## src/cpuPkg.sv

```systemverilog
package cpuPkg;

  // instruction classes seen by execute
  typedef enum logic [2:0] {
    opAdd,
    opSub,
    opOr,
    opAnd,
    opAddi,
    opBru,
    opBcc,
    opNop
  } opCode;

  // conditional branch tests on register a, carried in rd[2:0]
  typedef enum logic [2:0] {
    condEq = 3'd0,
    condNe = 3'd1,
    condLt = 3'd2,
    condLe = 3'd3,
    condGt = 3'd4,
    condGe = 3'd5
  } bccCond;

  // operand source for the execute stage
  typedef enum logic {
    fwdReg,
    fwdExec
  } fwdSel;

  // raw opcode values, octal as in the instruction set
  localparam logic [5:0] opcAdd  = 6'o00;
  localparam logic [5:0] opcSub  = 6'o01;
  localparam logic [5:0] opcAddi = 6'o10;
  localparam logic [5:0] opcOr   = 6'o40;
  localparam logic [5:0] opcAnd  = 6'o41;
  localparam logic [5:0] opcBruR = 6'o46;
  localparam logic [5:0] opcBccR = 6'o47;
  localparam logic [5:0] opcBruI = 6'o56;
  localparam logic [5:0] opcBccI = 6'o57;

  // low half holds either rb plus spare bits or the immediate
  typedef struct packed {
    logic [4:0]  rb;
    logic [10:0] alt;
  } regOperand;

  typedef union packed {
    regOperand   r;
    logic [15:0] imm;
  } lowHalf;

  typedef struct packed {
    logic [5:0] opc;
    logic [4:0] rd;
    logic [4:0] ra;
    lowHalf     lo;
  } instFields;

  // decode to execute
  typedef struct packed {
    logic        valid;
    opCode       op;
    bccCond      cond;
    logic        delay;
    logic        absolute;
    logic [4:0]  rd;
    logic [31:0] regA;
    logic [31:0] regB;
    logic [31:0] imm;
    logic [29:0] pc;
  } decodeOut;

  // execute result, writeback and commit port
  typedef struct packed {
    logic        valid;
    logic [4:0]  rd;
    logic [31:0] data;
    logic [29:0] pc;
  } commitWr;

endpackage

```

## src/fetchWb.sv

```systemverilog
`timescale 1ns/1ps

module fetchWb #(
  parameter logic [29:0] resetPc = 30'd0
) (
  input  logic        gclk,
  input  logic        arstN,
  output logic        wbCyc,
  output logic        wbStb,
  output logic        wbWe,
  output logic [31:0] wbAdr,
  input  logic [31:0] wbDatI,
  input  logic        wbAck,
  input  logic [29:0] nextFetchAdr,
  output logic        stepEn,
  output logic [31:0] fetchWord,
  output logic [29:0] fetchPc
);

  typedef enum logic {
    stIdle,
    stBusy
  } fetchState;

  fetchState   state;
  logic [29:0] adrQ;

  // request lines follow the state directly
  assign wbCyc = (state == stBusy);
  assign wbStb = wbCyc;
  // instruction side never writes
  assign wbWe  = 1'b0;
  assign wbAdr = {adrQ, 2'b00};

  // one strobe per ack, moves the whole pipeline
  assign stepEn = wbCyc && wbAck;

  // idle for one cycle between requests
  always_ff @(posedge gclk or negedge arstN) begin
    if (!arstN) begin
      state <= stIdle;
      adrQ  <= resetPc;
    end else begin
      case (state)
        stIdle: state <= stBusy;
        stBusy: begin
          if (wbAck) begin
            state <= stIdle;
            // branch unit already resolved the next address
            adrQ  <= nextFetchAdr;
          end
        end
        default: state <= stIdle;
      endcase
    end
  end

  // fetched word and its address
  always_ff @(posedge gclk) begin
    if (stepEn) begin
      fetchWord <= wbDatI;
      fetchPc   <= adrQ;
    end
  end

endmodule

```

## src/instDecode.sv

```systemverilog
`timescale 1ns/1ps

module instDecode (
  input  logic               gclk,
  input  logic               arstN,
  input  logic               stepEn,
  input  logic [31:0]        fetchWord,
  input  logic [29:0]        fetchPc,
  input  logic               decSkip,
  input  logic               exeSkip,
  input  cpuPkg::commitWr    execResult,
  output logic [4:0]         rfRdA,
  output logic [4:0]         rfRdB,
  input  logic [31:0]        rfDatA,
  input  logic [31:0]        rfDatB,
  output cpuPkg::decodeOut   decoded
);

  import cpuPkg::*;

  instFields   inst;
  opCode       opNext;
  logic        useImm;
  logic        fetchValid;
  logic [4:0]  rdNext;
  logic [31:0] immExt;
  logic [31:0] opA;
  logic [31:0] opB;
  fwdSel       selANext;
  fwdSel       selBNext;
  fwdSel       selA;
  fwdSel       selB;
  decodeOut    decQ;

  assign inst   = instFields'(fetchWord);
  assign rfRdA  = inst.ra;
  assign rfRdB  = inst.lo.r.rb;
  assign immExt = {{16{inst.lo.imm[15]}}, inst.lo.imm};
  // opcode bit 3 marks the immediate forms (10, 56, 57)
  assign useImm = inst.opc[3];

  always_comb begin
    case (inst.opc)
      opcAdd:           opNext = opAdd;
      opcSub:           opNext = opSub;
      opcOr:            opNext = opOr;
      opcAnd:           opNext = opAnd;
      opcAddi:          opNext = opAddi;
      opcBruR, opcBruI: opNext = opBru;
      opcBccR, opcBccI: opNext = opBcc;
      default:          opNext = opNop;
    endcase
  end

  // bcc uses rd as condition, nothing to write
  assign rdNext = (opNext == opBcc || opNext == opNop) ? 5'd0 : inst.rd;

  // result waiting for writeback, not yet in the register file
  assign opA = (execResult.valid && execResult.rd != 5'd0 && execResult.rd == inst.ra) ?
               execResult.data : rfDatA;
  assign opB = useImm ? immExt :
               (execResult.valid && execResult.rd != 5'd0 && execResult.rd == inst.lo.r.rb) ?
               execResult.data : rfDatB;

  // producer sits in execute right now, its result shows up one step later
  assign selANext = (decQ.valid && decQ.rd != 5'd0 && decQ.rd == inst.ra) ? fwdExec : fwdReg;
  assign selBNext = (!useImm && decQ.valid && decQ.rd != 5'd0 && decQ.rd == inst.lo.r.rb) ?
                    fwdExec : fwdReg;

  always_ff @(posedge gclk or negedge arstN) begin
    if (!arstN) begin
      fetchValid <= 1'b0;
      decQ.valid <= 1'b0;
      selA       <= fwdReg;
      selB       <= fwdReg;
    end else if (stepEn) begin
      // first step after reset carries no fetched word yet
      fetchValid    <= 1'b1;
      decQ.valid    <= fetchValid && !decSkip && !exeSkip;
      decQ.op       <= opNext;
      decQ.cond     <= bccCond'(inst.rd[2:0]);
      decQ.delay    <= (opNext == opBru) ? inst.ra[4] : (opNext == opBcc) && inst.rd[4];
      decQ.absolute <= (opNext == opBru) && inst.ra[3];
      decQ.rd       <= rdNext;
      decQ.regA     <= opA;
      decQ.regB     <= opB;
      decQ.imm      <= immExt;
      decQ.pc       <= fetchPc;
      selA          <= selANext;
      selB          <= selBNext;
    end
  end

  // operand select applied at execute time
  always_comb begin
    decoded = decQ;
    if (selA == fwdExec) begin
      decoded.regA = execResult.data;
    end
    if (selB == fwdExec) begin
      decoded.regB = execResult.data;
    end
  end

endmodule

```

## src/branchCtrl.sv

```systemverilog
`timescale 1ns/1ps

module branchCtrl #(
  parameter logic [29:0] resetPc = 30'd0
) (
  input  logic             gclk,
  input  logic             arstN,
  input  logic             stepEn,
  input  cpuPkg::decodeOut decoded,
  output logic [29:0]      nextFetchAdr,
  output logic             decSkip,
  output logic             exeSkip
);

  import cpuPkg::*;

  logic        regZero;
  logic        regNeg;
  logic        careEq;
  logic        careLt;
  logic        invertAns;
  logic        condTrue;
  logic        taken;
  logic        skipQ;
  logic [31:0] target;
  logic [29:0] seqPtr;

  // register a tests, zero and sign only
  assign regZero = (decoded.regA == 32'd0);
  assign regNeg  = decoded.regA[31];

  // split each condition into an equal part, a less-than part
  // and a final invert
  always_comb begin
    careEq    = 1'b0;
    careLt    = 1'b0;
    invertAns = 1'b0;
    case (decoded.cond)
      condEq: careEq = 1'b1;
      condNe: begin
        careEq    = 1'b1;
        invertAns = 1'b1;
      end
      condLt: careLt = 1'b1;
      condLe: begin
        careEq = 1'b1;
        careLt = 1'b1;
      end
      // gt is le inverted
      condGt: begin
        careEq    = 1'b1;
        careLt    = 1'b1;
        invertAns = 1'b1;
      end
      // ge is lt inverted
      condGe: begin
        careLt    = 1'b1;
        invertAns = 1'b1;
      end
      default: begin
        // codes 6 and 7 never branch
        careEq = 1'b0;
      end
    endcase
  end

  assign condTrue = ((careEq && regZero) || (careLt && regNeg)) ^ invertAns;

  // bru always taken, bcc on its condition
  assign taken = decoded.valid &&
                 (decoded.op == opBru || (decoded.op == opBcc && condTrue));

  // absolute bru jumps to the operand, everything else is pc relative
  assign target = decoded.absolute ? decoded.regB : {decoded.pc, 2'b00} + decoded.regB;

  assign nextFetchAdr = taken ? target[31:2] : seqPtr;

  // b+4 is dropped unless it is the delay slot
  assign decSkip = taken && !decoded.delay;
  // b+8 reaches execute one step later and is always dropped
  assign exeSkip = skipQ;

  always_ff @(posedge gclk or negedge arstN) begin
    if (!arstN) begin
      skipQ  <= 1'b0;
      // resetPc itself is the first request
      seqPtr <= resetPc + 30'd1;
    end else if (stepEn) begin
      skipQ  <= taken;
      seqPtr <= nextFetchAdr + 30'd1;
    end
  end

endmodule

```

## src/aluExecute.sv

```systemverilog
`timescale 1ns/1ps

module aluExecute #(
  parameter logic [29:0] resetPc = 30'd0
) (
  input  logic             gclk,
  input  logic             arstN,
  input  logic             stepEn,
  input  cpuPkg::decodeOut decoded,
  output logic [29:0]      nextFetchAdr,
  output logic             decSkip,
  output logic             exeSkip,
  output cpuPkg::commitWr  execResult
);

  import cpuPkg::*;

  logic [31:0] pcByte;
  logic [31:0] aluOut;

  assign pcByte = {decoded.pc, 2'b00};

  always_comb begin
    case (decoded.op)
      opAdd:   aluOut = decoded.regA + decoded.regB;
      // reverse subtract, rb minus ra
      opSub:   aluOut = decoded.regB - decoded.regA;
      opOr:    aluOut = decoded.regA | decoded.regB;
      opAnd:   aluOut = decoded.regA & decoded.regB;
      opAddi:  aluOut = decoded.regA + decoded.imm;
      // link value is the branch's own byte address
      opBru:   aluOut = pcByte;
      default: aluOut = 32'd0;
    endcase
  end

  branchCtrl #(
    .resetPc(resetPc)
  ) branchCtrl_i (
    .gclk        (gclk),
    .arstN       (arstN),
    .stepEn      (stepEn),
    .decoded     (decoded),
    .nextFetchAdr(nextFetchAdr),
    .decSkip     (decSkip),
    .exeSkip     (exeSkip)
  );

  // squashed entries keep flowing with valid low
  always_ff @(posedge gclk or negedge arstN) begin
    if (!arstN) begin
      execResult.valid <= 1'b0;
    end else if (stepEn) begin
      execResult.valid <= decoded.valid;
      execResult.rd    <= decoded.rd;
      // r0 targets commit zero data
      execResult.data  <= (decoded.rd == 5'd0) ? 32'd0 : aluOut;
      execResult.pc    <= decoded.pc;
    end
  end

endmodule

```

## src/regResult.sv

```systemverilog
`timescale 1ns/1ps

module regResult (
  input  logic            gclk,
  input  logic            arstN,
  input  logic            stepEn,
  input  cpuPkg::commitWr execResult,
  input  logic [4:0]      rfRdA,
  input  logic [4:0]      rfRdB,
  output logic [31:0]     rfDatA,
  output logic [31:0]     rfDatB,
  output cpuPkg::commitWr commit
);

  // 32 x 32, entry 0 never written
  logic [31:0] regFile [32];

  // asynchronous read, r0 reads zero
  assign rfDatA = (rfRdA == 5'd0) ? 32'd0 : regFile[rfRdA];
  assign rfDatB = (rfRdB == 5'd0) ? 32'd0 : regFile[rfRdB];

  // writeback
  always_ff @(posedge gclk) begin
    if (stepEn && execResult.valid && execResult.rd != 5'd0) begin
      regFile[execResult.rd] <= execResult.data;
    end
  end

  // commit valid lasts one cycle per step
  always_ff @(posedge gclk or negedge arstN) begin
    if (!arstN) begin
      commit.valid <= 1'b0;
    end else begin
      commit.valid <= stepEn && execResult.valid;
      if (stepEn) begin
        commit.rd   <= execResult.rd;
        commit.data <= execResult.data;
        commit.pc   <= execResult.pc;
      end
    end
  end

endmodule

```

## src/miniCore.sv

```systemverilog
`timescale 1ns/1ps

module miniCore #(
  parameter logic [29:0] resetPc = 30'd0
) (
  input  logic            gclk,
  input  logic            arstN,
  output logic            wbCyc,
  output logic            wbStb,
  output logic            wbWe,
  output logic [31:0]     wbAdr,
  input  logic [31:0]     wbDatI,
  input  logic            wbAck,
  output cpuPkg::commitWr commit
);

  import cpuPkg::*;

  // fetch side
  logic        stepEn;
  logic [31:0] fetchWord;
  logic [29:0] fetchPc;
  logic [29:0] nextFetchAdr;
  // squash lines from the branch unit
  logic        decSkip;
  logic        exeSkip;
  // register file read ports
  logic [4:0]  rfRdA;
  logic [4:0]  rfRdB;
  logic [31:0] rfDatA;
  logic [31:0] rfDatB;
  decodeOut    decoded;
  commitWr     execResult;

  fetchWb #(
    .resetPc(resetPc)
  ) fetchWb_i (
    .gclk        (gclk),
    .arstN       (arstN),
    .wbCyc       (wbCyc),
    .wbStb       (wbStb),
    .wbWe        (wbWe),
    .wbAdr       (wbAdr),
    .wbDatI      (wbDatI),
    .wbAck       (wbAck),
    .nextFetchAdr(nextFetchAdr),
    .stepEn      (stepEn),
    .fetchWord   (fetchWord),
    .fetchPc     (fetchPc)
  );

  instDecode instDecode_i (
    .gclk      (gclk),
    .arstN     (arstN),
    .stepEn    (stepEn),
    .fetchWord (fetchWord),
    .fetchPc   (fetchPc),
    .decSkip   (decSkip),
    .exeSkip   (exeSkip),
    .execResult(execResult),
    .rfRdA     (rfRdA),
    .rfRdB     (rfRdB),
    .rfDatA    (rfDatA),
    .rfDatB    (rfDatB),
    .decoded   (decoded)
  );

  aluExecute #(
    .resetPc(resetPc)
  ) aluExecute_i (
    .gclk        (gclk),
    .arstN       (arstN),
    .stepEn      (stepEn),
    .decoded     (decoded),
    .nextFetchAdr(nextFetchAdr),
    .decSkip     (decSkip),
    .exeSkip     (exeSkip),
    .execResult  (execResult)
  );

  regResult regResult_i (
    .gclk      (gclk),
    .arstN     (arstN),
    .stepEn    (stepEn),
    .execResult(execResult),
    .rfRdA     (rfRdA),
    .rfRdB     (rfRdB),
    .rfDatA    (rfDatA),
    .rfDatB    (rfDatB),
    .commit    (commit)
  );

endmodule

```

## config.mk

```make
export PLATFORM = sky130hd
export DESIGN_NAME = miniCore
export DESIGN_NICKNAME = d
export VERILOG_FILES = /design/src/cpuPkg.sv /design/src/fetchWb.sv /design/src/instDecode.sv /design/src/branchCtrl.sv /design/src/aluExecute.sv /design/src/regResult.sv /design/src/miniCore.sv
export SDC_FILE = /design/constraint.sdc
export NUM_CORES = 2
export LEC_CHECK = 0
export ABC_CLOCK_PERIOD_IN_PS = 6300
export BUFFER_PORTS_ARGS = -buffer_cell sky130_fd_sc_hd__buf_2
export CAP_MARGIN = 20
export CORE_MARGIN = 1.5
export CORE_UTILIZATION = 30
export DETAILED_ROUTE_END_ITERATION = 7
export PLACE_DENSITY = 0.52
export SLEW_MARGIN = 15
export SYNTH_ARGS = -nofsm -noshare
export SYNTH_HDL_FRONTEND = slang
export SYNTH_SLANG_ARGS = --single-unit
```

## constraint.sdc

```tcl
create_clock -name gclk -period 6.3 [get_ports gclk]
set_input_delay 1.26 -clock gclk [delete_from_list [all_inputs] [get_ports gclk]]
set_output_delay 1.26 -clock gclk [all_outputs]
set_load 0.01 [all_outputs]
```

* Yosys cells after proc, flatten, opt, wreduce, memory -nomap -nowiden
Memories as Yosys holds them, arrays and structs flattened. A register that Yosys moved wholly into a read port is not among the register bits.
Cells that the tools add are included.
** Cells by class
- Mux-type cells :: 23
- Bitwise gates (word level) :: 4
- Add/subtract/negate cells :: 5
- Reductions and logical operators :: 43
- Eq/ne operators :: 26
** Operator list (count)
- 32-bit two-way mux :: 8
- 32-bit one-hot mux with 6 select lines :: 1
- 32-bit adder :: 3
- 6-bit == test, second input constant :: 6
- 32-bit AND :: 1
- 32-bit logical NOT :: 1
- 32-bit OR :: 1
- 32-bit subtractor :: 1
- 30-bit by 1-bit adder with 30-bit output, second input constant :: 1
- 30-bit two-way mux :: 1
- 3-bit == test, second input constant :: 8
- 3-bit one-hot mux with 7 select lines :: 1
- 5-bit == test :: 4
- 1-bit logical AND :: 20
- 5-bit logical NOT :: 3
- 3-bit by 2-bit == test with 1-bit output, second input constant :: 4
- 5-bit two-way mux :: 2
- 5-bit nonzero test :: 2
- 1-bit two-way mux :: 9
- 4-bit OR reduction :: 2
- 3-bit by 1-bit == test with 1-bit output, second input constant :: 2
- 6-bit by 1-bit == test with 1-bit output, second input constant :: 1
- 6-bit by 4-bit == test with 1-bit output, second input constant :: 1
- 3-bit logical NOT :: 2
- 9 further kinds :: 16
** Storage, ports and cells
- RAM bits :: 1024
- Register bits :: 387
- Output and inout port bits :: 103
- Memories :: 1
- Input bits :: 35
** Memories
- regResult_i.regFile :: words 32, bits a word 32, rd ports 2, clocked after Yosys merged registers in 2, wr ports 1, line regResult.sv:16 : logic [31:0] regFile [32];

* Longest topological paths before layout
- Word-level depth :: 13
- Mapped depth :: 25
- Depth with buffers taken out :: 20

* By module
Synthesis repeated with hierarchy kept, for this count alone.
** Unflattened totals
- Cell total of the unflattened synthesis :: 4788
- Area total of the unflattened synthesis :: 72012.8 µm²
** Modules (own cells, without submodules)
- regResult :: cells an instance 2643, sequential area each 32786.4 µm², area each 49780.2 µm², instances 1
- aluExecute :: cells an instance 915, sequential area each 2037.0 µm², area each 7662.3 µm², instances 1
- instDecode :: cells an instance 448, sequential area each 3793.6 µm², area each 6744.0 µm², instances 1
- branchCtrl :: cells an instance 649, sequential area each 777.0 µm², area each 4668.2 µm², instances 1
- fetchWb :: cells an instance 133, sequential area each 2637.5 µm², area each 3158.0 µm², instances 1

* Worst setup path after synthesis
No wires, ideal clock.
- Kind :: in2reg
- Start :: input port arstN
- End :: register, netlist name aluExecute_i.execResult[0]
- Arrival time :: 7.165 ns
- Buffers on the path :: 0
- Slack :: -1.517 ns
- Library setup time :: 0.652 ns
- Stages on the path :: 1
- Path through :: and3_1
** On the way
- Cells in the longest elaborated chain, start to end :: 1
** Ends and longest elaborated chain
- start, declared :: line miniCore.sv:7 : input logic arstN,
- 2-bit AND reduction (no line)
No other way between the ends.
A chain may end at the register's enable or synchronous reset.

* Worst setup path after layout
- Start :: register instDecode_i.selB
- End :: register aluExecute_i.branchCtrl_i.seqPtr[29]
** On the way
- Cells in the longest elaborated chain, start to end :: 5
** Ends and longest elaborated chain
- start, declared :: line instDecode.sv:32 : fwdSel selB;
- start signal, assigned :: line instDecode.sv:75 : selB <= fwdReg;
- start signal, assigned :: line instDecode.sv:90 : selB <= selBNext;
- 32-bit two-way mux * :: line instDecode.sv:100 : if (selB == fwdExec) begin
- 32-bit adder :: line branchCtrl.sv:74 : assign target = decoded.absolute ? decoded.regB : {decoded.pc, 2'b00} + decoded.regB;
- 32-bit two-way mux * :: line branchCtrl.sv:74
- 30-bit two-way mux * :: line branchCtrl.sv:76 : assign nextFetchAdr = taken ? target[31:2] : seqPtr;
- 30-bit by 1-bit adder with 30-bit output * :: line branchCtrl.sv:90 : seqPtr <= nextFetchAdr + 30'd1;
- end signal, assigned :: line branchCtrl.sv:87 : seqPtr <= resetPc + 30'd1;
- end signal, assigned :: line branchCtrl.sv:90
- end, declared :: line branchCtrl.sv:26 : logic [29:0] seqPtr;
Mark *: on every way between the ends. The rest lies on a longest branch, timed or not.

==> run_results.csv <==
group,metric,value,unit
run_status,status,"finished, final reports clean",
worst_setup_path,crit_fanout,22,
worst_setup_path,cp_cell_sequence,"buf_4, mux2i_1, inv_1, ha_1, nand4_1, o221ai_1, nor2_1, a2111oi_0, buf_1, buf_4, nor3_1, o31ai_1, a32o_1, nand4b_1, or4_1, nand3_1",
placement,dp_hpwl,138,mm
sta,finalCriticalPeriod,5.86,ns
worst_setup_path,crit_path_frequent_cell,"buf_4",
route,drcViolationCount,0,
power,cellLeakagePower,26.5,nW
logic_synthesis,yosys_warnings,0,
cts,cts_sinks,1421,
placement,place.port_buffers,134,
worst_setup_path,r2r_slack,0.44,ns
sta,setup_viol,0,
cts,clk_pin_slew,0.06,ns
sta,fmax,171,MHz
cts,holdBufCountCts,0,
grt,grt_max_degree,117,
route,drt_iter0_markers,4454,
sta,tns,0,ns
sta,slew_headroom,27.6,%
logic_synthesis,yosysUniqueCellTypes,95,
floorplan,core,233000,um^2
worst_setup_path,cp-end-kind,"register",
grt,grt_overflow,0,
route,drtAntennaViolNets,0,
route,wl_per_cell,28.7,um
grt,track_usage,18.2,%
floorplan,die_h,487,um
route,via_count,41700,
logic_synthesis,synthArstFlopShare,4.79,%
floorplan,fp.dieW,487,um
power,powerDensity,291,nW/um^2
sta,slew_violations,0,
final_layout,nFillCells,21900,
cts,htree_num_levels,4,
cts,worstSkewPairLatency,0.81,ns
worst_setup_path,r2r-start,"instDecode_i.selB",
worst_setup_path,start_kind,"register",
cts,cts_max_path_buffers,3,
worst_setup_path,worstSetupPathType,"reg -> reg",
grt,grt_pass1_vias,42200,
route,wirelength,218,mm
logic_synthesis,synth_flop_cell,"edfxtp_1",
sta,grt_setup_unrepaired,"no",
cts,cts-buffers-inserted,157,
logic_synthesis,synthesis.instances,4188,
logic_synthesis,synth_area,70200,um^2
sta,min_period_over_period,92.9,%
final_layout,fin_nets,4598,
worst_setup_path,crit_path_top_delay_cell,"mux2i_1",
worst_setup_path,cp_data_arrival_time,6.58,ns
power,worst_ir_drop_vdd,0.203,mV
route,vias_per_cell,5.51,
power,p_total,23.5,mW
cts,cts_tree,"yes",
hold_path,min_path_type,"in -> async",
route,first_pass_iters,6,
logic_synthesis,synth_edf_count,1343,
worst_setup_path,critPathMaxStageDelay,0.75,ns
sta,hold_viol,0,
worst_setup_path,rr_worst_depth,16,
cts,cts_resized,0,
placement,place_congestion,0.911,
job,maxCapViolCount,0,
grt,antenna_found_initial,11,
floorplan,io_pins,138,
final_layout,syn2layout_area_growth,15.1,%
grt,grt_pass1_wl,312,mm
worst_setup_path,timing.rr.end,"aluExecute_i.branchCtrl_i.seqPtr[29]",
cts,post_cts_buffers,0,
cts,cts-root-buf,"clkbuf_16",
logic_synthesis,ys_seq_area_share,60.2,%
worst_setup_path,required,7.02,ns
logic_synthesis,syn_area_per_cell,16.8,um^2
logic_synthesis,ys_seq_elements,1421,
final_layout,drive_above_1_share,28.3,%
floorplan,start_util,30.2,%
sta,fin_skew,0.0307,ns
floorplan,fp.dieArea,237000,um^2
floorplan,num_rows,177,
sta,worstMarginPinSlew,1.08,ns
==> kinds of logic after synthesis <==
kind of cell               Yosys count  share of synthesized area (%)
and+or+nand+nor                    693                           4.72
AOI/OAI and AO/OA                  632                           6.06
muxes                              796                           22.9
other                                1                        0.00534
xor gates and xnor gates            93                           1.16
buffers and inverters              393                           2.17
adders and majority gates          159                           2.87
DFF                               1421                           60.2
==> worst max path at each step <==
| stage | start | slack, ns | cells past startpoint | endpoint |
|---|---|---|---|---|
| 6_report | instDecode_i.selB | 0.44 | 16 | aluExecute_i.branchCtrl_i.seqPtr[29] |
| 5_1_grt | instDecode_i.selA | 0.05 | 20 | aluExecute_i.branchCtrl_i.seqPtr[24] |
| 4_1_cts | instDecode_i.selA | 0.34 | 21 | aluExecute_i.branchCtrl_i.seqPtr[24] |
| 3_5_place_dp | instDecode_i.selA | 0.38 | 21 | aluExecute_i.branchCtrl_i.seqPtr[24] |
| 3_3_place_gp | instDecode_i.selB | 0.16 | 15 | aluExecute_i.branchCtrl_i.seqPtr[29] |
| 2_1_floorplan | aluExecute_i.execResult[36] | 0.52 | 22 | aluExecute_i.branchCtrl_i.seqPtr[24] |
==> layout make-up <==
class / instances / area [um^2] / share of cell area [%]
clock inverter: 98 / 1060 / 1.31
tap: 3043 / 3810 / 4.71
multi-input combinational: 2408 / 26900 / 33.3
antenna: 3 / 7.51 / 0.00929
clock buffer: 191 / 4170 / 5.16
inverter: 127 / 479 / 0.593
sequential: 1421 / 42300 / 52.3
timing repair buffer: 289 / 2110 / 2.61
==> state kept, by name, indices dropped and copies added, names as in the netlist, 32 cells and up, named ones only <==
name,cells
instDecode_i.decQ,64
aluExecute_i.execResult,68
instDecode_i.decoded,60
regResult_i.commit,68
fetchWb_i.fetchWord,32
regResult_i.regFile,1024
==> stage by stage <==
step / area [um^2] / hold slack, ns / instances / worst slack, ns / util (%)
floorplan: 70300 / 0.400 / 4222 / 0.519 / -
global placement: 75500 / 0.401 / 7284 / 0.163 / 32.5
detailed placement: 75500 / 0.405 / 7288 / 0.376 / 32.5
CTS: 80800 / 0.305 / 7577 / 0.341 / 34.7
global route: 80800 / 0.331 / 7579 / 0.0494 / 34.7
finish: 80800 / 0.359 / 7580 / 0.445 / 34.7
==> synth_stat cells, types with 8 or more instances <==
cell type  instances  area share, %
edfxtp_1        1343             57
mux4_2           640             21
nand2_1          216            1.2
nor2_1           208            1.1
clkbuf_1         180           0.96
a21oi_1          158            1.1
ha_1             156            2.8
o21ai_0          146            1.0
inv_1            124           0.66
mux2i_1          118            1.7
buf_1             72           0.39
a221oi_1          68           0.85
dfrtp_1           67            2.4
xnor2_1           60           0.75
nand3_1           44           0.31
nor3_1            44           0.31
mux2_2            36           0.58
a22o_1            33           0.41
xor2_1            33           0.41
a21o_1            28           0.30
nor4_1            27           0.24
and3_1            26           0.23
a211oi_1          18           0.19
a31oi_1           18           0.16
o31ai_1           17           0.18
o21bai_1          16           0.17
nand2b_1          15           0.13
o211ai_1          15           0.16
o21a_1            14           0.15
and2_1            13           0.12
nand4_1           13           0.12
nor2b_1           12           0.11
or3_1             12           0.11
dfxtp_1           10           0.29
or4_1             10           0.11
nand3b_1           9          0.096
nor3b_1            9          0.096
and4_1             8           0.10
or2_2              8          0.071
==> cells in the final DEF (no fill, tap or decap), types with 35 or more instances in the layout <==
cell type / Yosys / final
buf_2: 6 / 133
conb_1: 1 / 35
ha_1: 156 / 156
mux2i_1: 118 / 118
a221oi_1: 68 / 68
nand2_1: 216 / 214
xnor2_1: 60 / 60
dfrtp_1: 67 / 65
nor2_1: 208 / 174
mux4_2: 640 / 640
nand3_1: 44 / 43
nor3_1: 44 / 44
o21ai_0: 146 / 146
inv_1: 124 / 123
buf_4: 4 / 133
a21oi_1: 158 / 157
mux2_2: 36 / 36
edfxtp_1: 1343 / 1343
clkbuf_16: 0 / 161
==> where the power goes <==
group | internal, mW | switching, mW | leakage [nW] | total [mW]
combinational | 1.40 | 1.75 | 10.8 | 3.15
sequential | 10.6 | 0.329 | 13.1 | 11.0
clock | 5.48 | 3.94 | 2.55 | 9.42
==> routing by layer <==
metal | wire [um] | share of wire [%] | GRT usage, % | vias up
met1 | 93300 | 43 | 25.1 | 22200
met3 | 12900 | 5.9 | 2.78 | 328
li1 | - | - | - | 17700
met5 | 12 | 0.0055 | 0 | -
met2 | 104000 | 48 | 29.2 | 1585
met4 | 7730 | 3.5 | 6.23 | 2
==> worst max-delay path, delay by kind of cell (launching register included) <==
family / cells / cell delay, ns
buf+inv: 4 / 1.09
fa+ha+maj: 1 / 0.53
flops: 1 / 0.63
mux: 1 / 0.75
simple gates: 6 / 1.11
compound gates: 4 / 1.65
Note: power is estimated with default switching activity, not from simulation.
